==> src/cfg_pkg.sv <==
package cfg_pkg;

  // field widths
  localparam int time_w = 16; // time and freq
  localparam int word_w = 32; // pc and addr
  localparam int reg_w  = 16; // decimal register field

  // text region for pc
  localparam logic [word_w-1:0] text_lo = 32'h0000_3000;
  localparam logic [word_w-1:0] text_hi = 32'h0000_4fff;

  // data region for memory writes
  localparam logic [word_w-1:0] data_lo = 32'h0000_0000;
  localparam logic [word_w-1:0] data_hi = 32'h0000_2fff;

  localparam logic [reg_w-1:0] reg_max = 16'd31;

  // pc, addr and data all use this many hex digits
  localparam int hex_digits = 8;

endpackage

==> src/checker_pkg.sv <==
package checker_pkg;

  // parser position inside one trace record
  typedef enum logic [3:0] {
    idle,         // waiting for a caret
    time_digits,  // after ^
    pc_digits,    // after @
    kind_select,  // after the colon, spaces allowed
    target_field, // reg number or memory address
    arrow_eq,     // seen <, expecting =
    data_digits,  // spaces then eight hex digits
    reported      // record complete, one cycle
  } parse_state_e;

  // character classes, these drive the parser like opcodes
  typedef enum logic [3:0] {
    dec_digit,  // 0-9
    hex_letter, // a-f only
    caret,
    at_sign,
    colon,
    space,
    dollar,
    star,
    less,
    equal,
    hash,
    other       // anything else, upper case too
  } char_class_e;

  // report format seen at the top level
  typedef enum logic [1:0] {
    fmt_none = 2'd0,
    fmt_reg  = 2'd1,
    fmt_mem  = 2'd2
  } format_e;

endpackage

==> src/field_if.sv <==
interface field_if
  import cfg_pkg::*;
();

  logic              done;     // one cycle per accepted record
  logic              is_mem;   // 1 for *addr, 0 for $reg
  logic [time_w-1:0] time_val;
  logic [word_w-1:0] pc;
  logic [word_w-1:0] addr;
  logic [reg_w-1:0]  reg_num;

  modport producer (
    output done, is_mem, time_val, pc, addr, reg_num
  );

  modport consumer (
    input done, is_mem, time_val, pc, addr, reg_num
  );

endinterface

==> src/record_parser.sv <==
module record_parser
  import checker_pkg::*;
  import cfg_pkg::*;
#(
  parameter int MAX_DEC_DIGITS = 4
)
(
  input  logic        clk,
  input  logic        reset,
  input  char_class_e char_class,
  input  logic [3:0]  digit_val,
  field_if.producer   rec
);

  localparam int cnt_w = $clog2(hex_digits + 1);
  localparam logic [cnt_w-1:0] dec_max = cnt_w'(MAX_DEC_DIGITS);
  localparam logic [cnt_w-1:0] hex_max = cnt_w'(hex_digits);

  parse_state_e state_q;
  parse_state_e state_d;
  logic [cnt_w-1:0] cnt_q;
  logic [cnt_w-1:0] cnt_d;
  logic spaced_q; // trailing spaces closed the target field
  logic spaced_d;
  logic is_mem_q;
  logic is_mem_d;

  logic [time_w-1:0] time_q;
  logic [word_w-1:0] pc_q;
  logic [word_w-1:0] addr_q;
  logic [reg_w-1:0]  reg_q;

  logic clear_fields;
  logic load_time;
  logic load_pc;
  logic load_addr;
  logic load_reg;

  logic is_hex;
  logic target_digit;
  logic [cnt_w-1:0] target_max;
  logic target_full;

  assign is_hex = (char_class == dec_digit) || (char_class == hex_letter);

  // register numbers are decimal, addresses hex
  assign target_digit = is_mem_q ? is_hex : (char_class == dec_digit);
  assign target_max   = is_mem_q ? hex_max : dec_max;
  assign target_full  = is_mem_q ? (cnt_q == hex_max) : (cnt_q != '0);

  always_comb
  begin
    state_d      = state_q;
    cnt_d        = cnt_q;
    spaced_d     = spaced_q;
    is_mem_d     = is_mem_q;
    clear_fields = 1'b0;
    load_time    = 1'b0;
    load_pc      = 1'b0;
    load_addr    = 1'b0;
    load_reg     = 1'b0;
    if (char_class == caret)
    begin
      // restart from any state
      state_d      = time_digits;
      cnt_d        = '0;
      spaced_d     = 1'b0;
      clear_fields = 1'b1;
    end
    else
    begin
      case (state_q)
        time_digits:
        begin
          if (char_class == dec_digit && cnt_q < dec_max)
          begin
            load_time = 1'b1;
            cnt_d     = cnt_q + 1'b1;
          end
          else if (char_class == at_sign && cnt_q != '0)
          begin
            state_d = pc_digits;
            cnt_d   = '0;
          end
          else
            state_d = idle;
        end
        pc_digits:
        begin
          if (is_hex && cnt_q < hex_max)
          begin
            load_pc = 1'b1;
            cnt_d   = cnt_q + 1'b1;
          end
          else if (char_class == colon && cnt_q == hex_max)
          begin
            state_d = kind_select;
            cnt_d   = '0;
          end
          else
            state_d = idle;
        end
        kind_select:
        begin
          if (char_class == dollar || char_class == star)
          begin
            state_d  = target_field;
            is_mem_d = (char_class == star);
          end
          else if (char_class != space)
            state_d = idle;
        end
        target_field:
        begin
          if (target_digit && !spaced_q && cnt_q < target_max)
          begin
            load_reg  = !is_mem_q;
            load_addr = is_mem_q;
            cnt_d     = cnt_q + 1'b1;
          end
          else if (char_class == space && target_full)
            spaced_d = 1'b1;
          else if (char_class == less && target_full)
          begin
            state_d  = arrow_eq;
            cnt_d    = '0;
            spaced_d = 1'b0;
          end
          else
            state_d = idle;
        end
        arrow_eq:
        begin
          if (char_class == equal)
            state_d = data_digits;
          else
            state_d = idle;
        end
        data_digits:
        begin
          if (char_class == space && cnt_q == '0)
            state_d = data_digits; // spaces after <=
          else if (is_hex && cnt_q < hex_max)
            cnt_d = cnt_q + 1'b1; // data value only counted
          else if (char_class == hash && cnt_q == hex_max)
            state_d = reported;
          else
            state_d = idle;
        end
        default:
          state_d = idle; // idle and reported
      endcase
    end
  end

  always_ff @(posedge clk)
  begin
    if (reset)
    begin
      state_q  <= idle;
      cnt_q    <= '0;
      spaced_q <= 1'b0;
      is_mem_q <= 1'b0;
    end
    else
    begin
      state_q  <= state_d;
      cnt_q    <= cnt_d;
      spaced_q <= spaced_d;
      is_mem_q <= is_mem_d;
    end
  end

  always_ff @(posedge clk)
  begin
    if (clear_fields)
    begin
      time_q <= '0;
      pc_q   <= '0;
      addr_q <= '0;
      reg_q  <= '0;
    end
    else
    begin
      if (load_time)
        time_q <= (time_q << 3) + (time_q << 1) + time_w'(digit_val); // x10 + d
      if (load_reg)
        reg_q <= (reg_q << 3) + (reg_q << 1) + reg_w'(digit_val);
      if (load_pc)
        pc_q <= {pc_q[word_w-5:0], digit_val};
      if (load_addr)
        addr_q <= {addr_q[word_w-5:0], digit_val};
    end
  end

  assign rec.done     = (state_q == reported);
  assign rec.is_mem   = is_mem_q;
  assign rec.time_val = time_q;
  assign rec.pc       = pc_q;
  assign rec.addr     = addr_q;
  assign rec.reg_num  = reg_q;

endmodule

==> src/flat_wrapper.sv <==
// flat-port wrapper written by rule: the top's interface ports become plain ports
module record_parser_flat import checker_pkg::*; import cfg_pkg::*;
#(
  parameter int MAX_DEC_DIGITS = 4
)
  (clk, reset, char_class, digit_val, rec_done, rec_is_mem, rec_time_val, rec_pc, rec_addr, rec_reg_num);
  field_if rec_i ();
  input  logic clk;
  input  logic reset;
  input  char_class_e char_class;
  input  logic [3:0] digit_val;
  output wire logic [$bits(rec_i.done)-1:0] rec_done;
  output wire logic [$bits(rec_i.is_mem)-1:0] rec_is_mem;
  output wire logic [$bits(rec_i.time_val)-1:0] rec_time_val;
  output wire logic [$bits(rec_i.pc)-1:0] rec_pc;
  output wire logic [$bits(rec_i.addr)-1:0] rec_addr;
  output wire logic [$bits(rec_i.reg_num)-1:0] rec_reg_num;
  assign rec_done = rec_i.done;
  assign rec_is_mem = rec_i.is_mem;
  assign rec_time_val = rec_i.time_val;
  assign rec_pc = rec_i.pc;
  assign rec_addr = rec_i.addr;
  assign rec_reg_num = rec_i.reg_num;
  record_parser #(.MAX_DEC_DIGITS(MAX_DEC_DIGITS)) u_core (.clk(clk), .reset(reset), .char_class(char_class), .digit_val(digit_val), .rec(rec_i));
endmodule
==> config.mk <==
export PLATFORM = sky130hd
export DESIGN_NAME = record_parser_flat
export DESIGN_NICKNAME = d
export VERILOG_FILES = /design/src/cfg_pkg.sv /design/src/checker_pkg.sv /design/src/field_if.sv /design/src/record_parser.sv /design/src/flat_wrapper.sv
export SDC_FILE = /design/constraint.sdc
export NUM_CORES = 1
export LEC_CHECK = 0
export ABC_AREA = 1
export BUFFER_PORTS_ARGS = -buffer_cell sky130_fd_sc_hd__buf_2
export CORE_MARGIN = 2
export CORE_UTILIZATION = 30
export CTS_CLUSTER_SIZE = 10
export DETAILED_ROUTE_END_ITERATION = 8
export GPL_TIMING_DRIVEN = 0
export PLACE_DENSITY = 0.59
export SYNTH_ARGS = -nofsm -noshare
export SYNTH_HDL_FRONTEND = slang
export SYNTH_SLANG_ARGS = --single-unit
==> constraint.sdc <==
create_clock -name clk -period 2.3 [get_ports clk]
set_input_delay 0.23 -clock clk [delete_from_list [all_inputs] [get_ports clk]]
set_output_delay 0.23 -clock clk [all_outputs]
set_load 0.01 [all_outputs]
Word-level counts from Yosys, hierarchy flattened
Index checks and enable logic that the tools add are counted.
{"block": "classes", "addsub": 5, "order_cmp": 3, "eq_ne": 37, "n_mux": 43, "bitwise": 2, "reduce_logical": 25}
{"operator": "4-bit two-way mux", "count": 18}
{"operator": "16-bit adder", "count": 2}
{"operator": "16-bit by 4-bit adder with 16-bit output", "count": 2}
{"operator": "4-bit by 3-bit == test with 1-bit output, second input constant", "count": 8}
{"operator": "4-bit one-hot mux with 6 select lines", "count": 1}
{"operator": "1-bit two-way mux", "count": 18}
{"operator": "4-bit by 2-bit == test with 1-bit output, second input constant", "count": 4}
{"operator": "4-bit == test, second input constant", "count": 4}
{"operator": "4-bit one-hot mux with 4 select lines", "count": 1}
{"operator": "3-bit by 2-bit != test with 1-bit output, second input constant", "count": 5}
{"operator": "3-bit by 1-bit != test with 1-bit output, second input constant", "count": 4}
{"operator": "6-bit AND reduction", "count": 2}
{"operator": "1-bit logical AND", "count": 10}
{"operator": "2-bit != test, second input constant", "count": 5}
{"operator": "3-bit two-way mux", "count": 3}
{"operator": "4-bit by 1-bit == test with 1-bit output, second input constant", "count": 2}
{"operator": "4-bit zero test", "count": 2}
{"operator": "4-bit by 3-bit != test with 1-bit output, second input constant", "count": 2}
{"operator": "4-bit nonzero test", "count": 2}
{"operator": "7-bit AND reduction", "count": 1}
{"operator": "3-bit AND reduction", "count": 2}
{"operator": "4-bit by 1-bit adder with 4-bit output, second input constant", "count": 1}
{"operator": "4-bit by 3-bit less-than comparator with 1-bit output, second input constant", "count": 1}
{"operator": "4-bit less-than comparator", "count": 1}
{"operator": "other kinds (10)", "count": 14}
{"block": "word_totals", "reg_bits": 106, "input_bits": 10, "out_inout_bits": 98, "elab_cells": 124}

Longest topological paths before layout
{"block": "logic_depth", "word_depth": 8, "depth_mapped": 14, "mapped_depth_nobuf": 14}

Worst setup path before layout
Ideal clock, no wire load.
{"block": "synth_timing", "path_kind": "register -> register", "startpoint": "register u_core.time_q[0] (netlist: u_core.rec.time_val[0])", "endpoint": "register u_core.time_q[10] (netlist: u_core.rec.time_val[10])", "setup_time_ns": 0.115, "t_arrival_ns": 2.072, "t_required_ns": 2.185, "slack_ns": 0.112, "path_stages_with_launch": 11, "n_path_buf": 0, "synth_period_minus_slack_ns": 2.188, "path_cell_list": "dfxtp_1 > inv_1 > fa_1 > fa_1 > inv_1 > nand3_1 > nand2_1 > a21oi_1 > xnor2_1 > o21ai_0 > inv_1"}
{"block": "synth_via", "elab_chain_len": 2}
{"item": "start: declaration", "line_no": "record_parser.sv:28", "source": "logic [time_w-1:0] time_q;"}
{"item": "start signal: assignment", "line_no": "record_parser.sv:186", "source": "time_q <= (time_q << 3) + (time_q << 1) + time_w'(digit_val);"}
{"item": "16-bit adder", "line_no": "record_parser.sv:186"}
{"item": "16-bit by 4-bit adder with 16-bit output", "line_no": "record_parser.sv:186"}
No other way between the ends.
A chain may end at the register's enable or synchronous reset.

Worst setup path in the final report
{"block": "layout_timing", "startpoint": "register u_core.time_q[2] (netlist: u_core.rec.time_val[2])", "endpoint": "register u_core.time_q[11] (netlist: u_core.rec.time_val[11])"}
The elaborated chain is that of the path after synthesis.

==> reports/qor.csv <==
stage,metric,value,unit
run_status,status,completed,
cells_and_area,final_common_cell,nand2_1,
detailed_routing,wl_met2,7.72,mm
detailed_routing,drt_iter0_drc,270,
floorplanning,row_count,52,
placement,place_congestion,0.854,
cts,root_buffer,clkbuf_16,
worst_setup_path,cpPeakStageDelay,0.59,ns
timing,max_freq,0.457,GHz
logic_synthesis,synth_top_flop_cell,dfxtp_1,
cts,insertion_delay,0.36,ns
global_route,antenna_found_initial,0,
worst_setup_path,cpMostUsedCell,nand2_1,
placement,place_area,7060,um^2
timing,relSlewSlack,57.3,%
cts,cts_buffer_depth,2,
global_route,grt_overflow,0,
cells_and_area,n_antenna_cell,0,
worst_setup_path,worst-setup-path-type,flop to flop,
logic_synthesis,ys_seq_elements,105,
detailed_routing,drtPass1Iterations,5,
detailed_routing,via_per_inst,4.63,
cts,cts.sinks,105,
detailed_routing,finalWirelength,16.9,mm
worst_setup_path,rr_worst_depth,14,
worst_setup_path,crit_slowest_cell,fa_1,
logic_synthesis,synth_edf_count,0,
logic_synthesis,ys.warnings.count,0,
detailed_routing,vias,5944,
cts,clk_pin_slew,0.08,ns
detailed_routing,wl_met3,822,um
worst_setup_path,path_cells,inv_1 > fa_1 > inv_1 > ha_1 > nand3_1 > nand3_4 > nand2_2 > nand2_4 > nand2_1 > nand2_1 > nand2_1 > nand3_1 > nand2_1 > inv_1,
min_path,hold_path_depth,3,
worst_setup_path,cp.arrival,2.45,ns
timing,period_needed,2.19,ns
min_path,hold_path.class,primary input to flop,
cts,numCtsBuffers,9,
cells_and_area,final_cell_mix,"nand2_1 (226), buf_2 (114), nand3_1 (106)",
detailed_routing,drcViolationCount,0,
floorplanning,start_util,30.6,%
timing,worstMarginPinSlew,0.640,ns
placement,post-place-ws,-0.130,ns
power_and_ir_drop,power,3620,uW
power_and_ir_drop,p_leak,0.00394,uW
cells_and_area,nNetsFinal,1078,
cts,cts-htree-levels,3,
worst_setup_path,critPathLaunchType,flop,
cells_and_area,stdcell_area,7420,um^2
placement,dp_hpwl,13.1,mm
global_route,grt_start_max_net_pins,21,
power_and_ir_drop,power_density,488,nW/um^2
cells_and_area,finish.utilization,36.7,%
timing,finalSetupViolCount,0,
power_and_ir_drop,vdd_drop_max,0.000338,V
floorplanning,dieArea,21800,um^2
worst_setup_path,path_depth,14,
cells_and_area,drive_above_1_share,17.9,%
logic_synthesis,synth_cell_type_count,35,
global_route,track_usage,15.3,%
detailed_routing,wl_per_cell,13.2,um
timing,hold_viol,0,
detailed_routing,top_layer,met4,
floorplanning,die_x,148,um
worst_setup_path,critPathCaptureType,flop,
timing,final_max_slew_viol_count,0,
cts,cts_tree,done,
logic_synthesis,synthCells,889,
global_route,grt_pass1_vias,5278,
cts,cts_hold_buffers,0,
worst_setup_path,critPathTopFamily,adder cells,
floorplanning,die_h,148,um
detailed_routing,m1WireLength,8.17,mm
logic_synthesis,yosysSeqAreaShare,34.0,%
timing,skew,0.0146,ns
logic_synthesis,synth_area,6180,um^2
timing,finalSetupTns,0,ns
worst_setup_path,path_max_fanout,4,
logic_synthesis,syn_nets,958,
run,drv_cap,0,
detailed_routing,detail-route-antenna-nets,0,
cells_and_area,area_growth,20.0,%
placement,io_buffers,107,
logic_synthesis,async_flop_share,0,%
logic_synthesis,avgSynthCellArea,6.96,um^2
global_route,grt_pass1_wl,27.1,mm
timing,period_share,95.1,%
timing,worst_slack,0.112,ns
worst_setup_path,required,2.56,ns
floorplanning,core-area,20200,um^2
worst_setup_path,critPathBufInv,3,
floorplanning,io_pins,108,
==> layer usage <==
metal  vias to the layer above  GRT usage [%]
met5                         -              0
met3                        12           3.36
met2                       126           24.9
met1                      2689           21.1
met4                         0           2.93
li1                       3117              -
==> cell usage after synthesis, types with 2 or more instances <==
master | instances | area [um^2]
ha_1 | 55 | 688
a21oi_2 | 3 | 26.3
nand2_4 | 2 | 22.5
buf_1 | 2 | 7.51
xnor2_1 | 13 | 114
o21ai_0 | 33 | 165
nor2_2 | 3 | 18.8
a21oi_1 | 59 | 295
nand2_1 | 231 | 867
buf_6 | 6 | 67.6
dfxtp_1 | 105 | 2100
clkbuf_1 | 8 | 30.0
xor2_1 | 4 | 35.0
o21ai_1 | 11 | 55.1
buf_2 | 7 | 35.0
o21ai_2 | 2 | 17.5
inv_1 | 96 | 360
o21bai_1 | 5 | 37.5
nand3b_1 | 2 | 15.0
inv_2 | 4 | 15.0
nor2_1 | 95 | 357
nand4_1 | 10 | 62.6
fa_1 | 4 | 80.1
nand3_1 | 108 | 541
nand2_2 | 3 | 18.8
inv_6 | 2 | 17.5
nor3_1 | 3 | 15.0
buf_4 | 6 | 45.0
==> per-stage QoR <==
| step | hold slack [ns] | std cells |
|---|---|---|
| finish | 0.174 | 1284 |
| global route | 0.173 | 1284 |
| CTS | 0.159 | 1282 |
| detailed placement | 0.453 | 1266 |
| global placement | 0.448 | 1266 |
| floorplan | 0.379 | 889 |
==> worst min-delay path: stages <==
cell and delay (ns):
buf_2 0.14, inv_1 0.07, a21oi_1 0.05
==> timing repair <==
| item | CTS | global route |
|---|---|---|
| cloned | 0 | 0 |
| hold endpoints to repair | 0 | 0 |
| resized for setup | 5 | 13 |
| setup endpoints to repair | 6 | 14 |
| pin swaps | 0 | 2 |
| setup buffers | 0 | 2 |
==> kinds of logic (layout without fill, tap and decap cells) <==
group,Yosys count,in the layout,synth area share (%)
AOI/OAI and AO/OA,115,115,9.89
xor gates and xnor gates,17,17,2.41
adders and majority gates,59,59,12.4
buffers and inverters,131,256,9.35
DFF,105,105,34.0
and+or+nand+nor,462,462,31.9
==> power by group <==
part | internal [uW] | switching (uW) | total (uW) | leakage [uW]
logic | 84.8 | 148 | 232 | 0.00294
registers | 1830 | 17.0 | 1850 | 0.000848
clock network | 769 | 773 | 1540 | 0.000148
==> state kept, by name, summed over array words and instances, names as in the netlist <==
register / count
u_core.state_q: 3
u_core.cnt_q: 4
u_core.rec.time_val: 16
u_core.rec.reg_num: 16
u_core.rec.pc: 32
u_core.spaced_q: 1
u_core.rec.is_mem: 1
u_core.rec.addr: 32
==> final timing paths <==
kind / startpoint / to / slack, ns
worst max-delay path: u_core.rec.time_val[2] / u_core.rec.time_val[11] / 0.11
worst min-delay path: digit_val[1] / u_core.rec.pc[1] / 0.17
worst max register to register: u_core.rec.time_val[2] / u_core.rec.time_val[11] / 0.11
worst min register to register: u_core.rec.addr[30] / u_core.rec.addr[30] / 0.46
==> cell type report <==
| class | count | area, um^2 |
|---|---|---|
| Fill cell | 2235 | 12800 |
| Tap cell | 270 | 338 |
| Timing Repair Buffer | 109 | 551 |
| Buffer | 29 | 185 |
| Clock inverter | 7 | 75.1 |
| Inverter | 102 | 393 |
| Multi-Input combinational cell | 653 | 3550 |
| Clock buffer | 9 | 225 |
| Sequential cell | 105 | 2110 |
(Power assumes the default switching activity.)
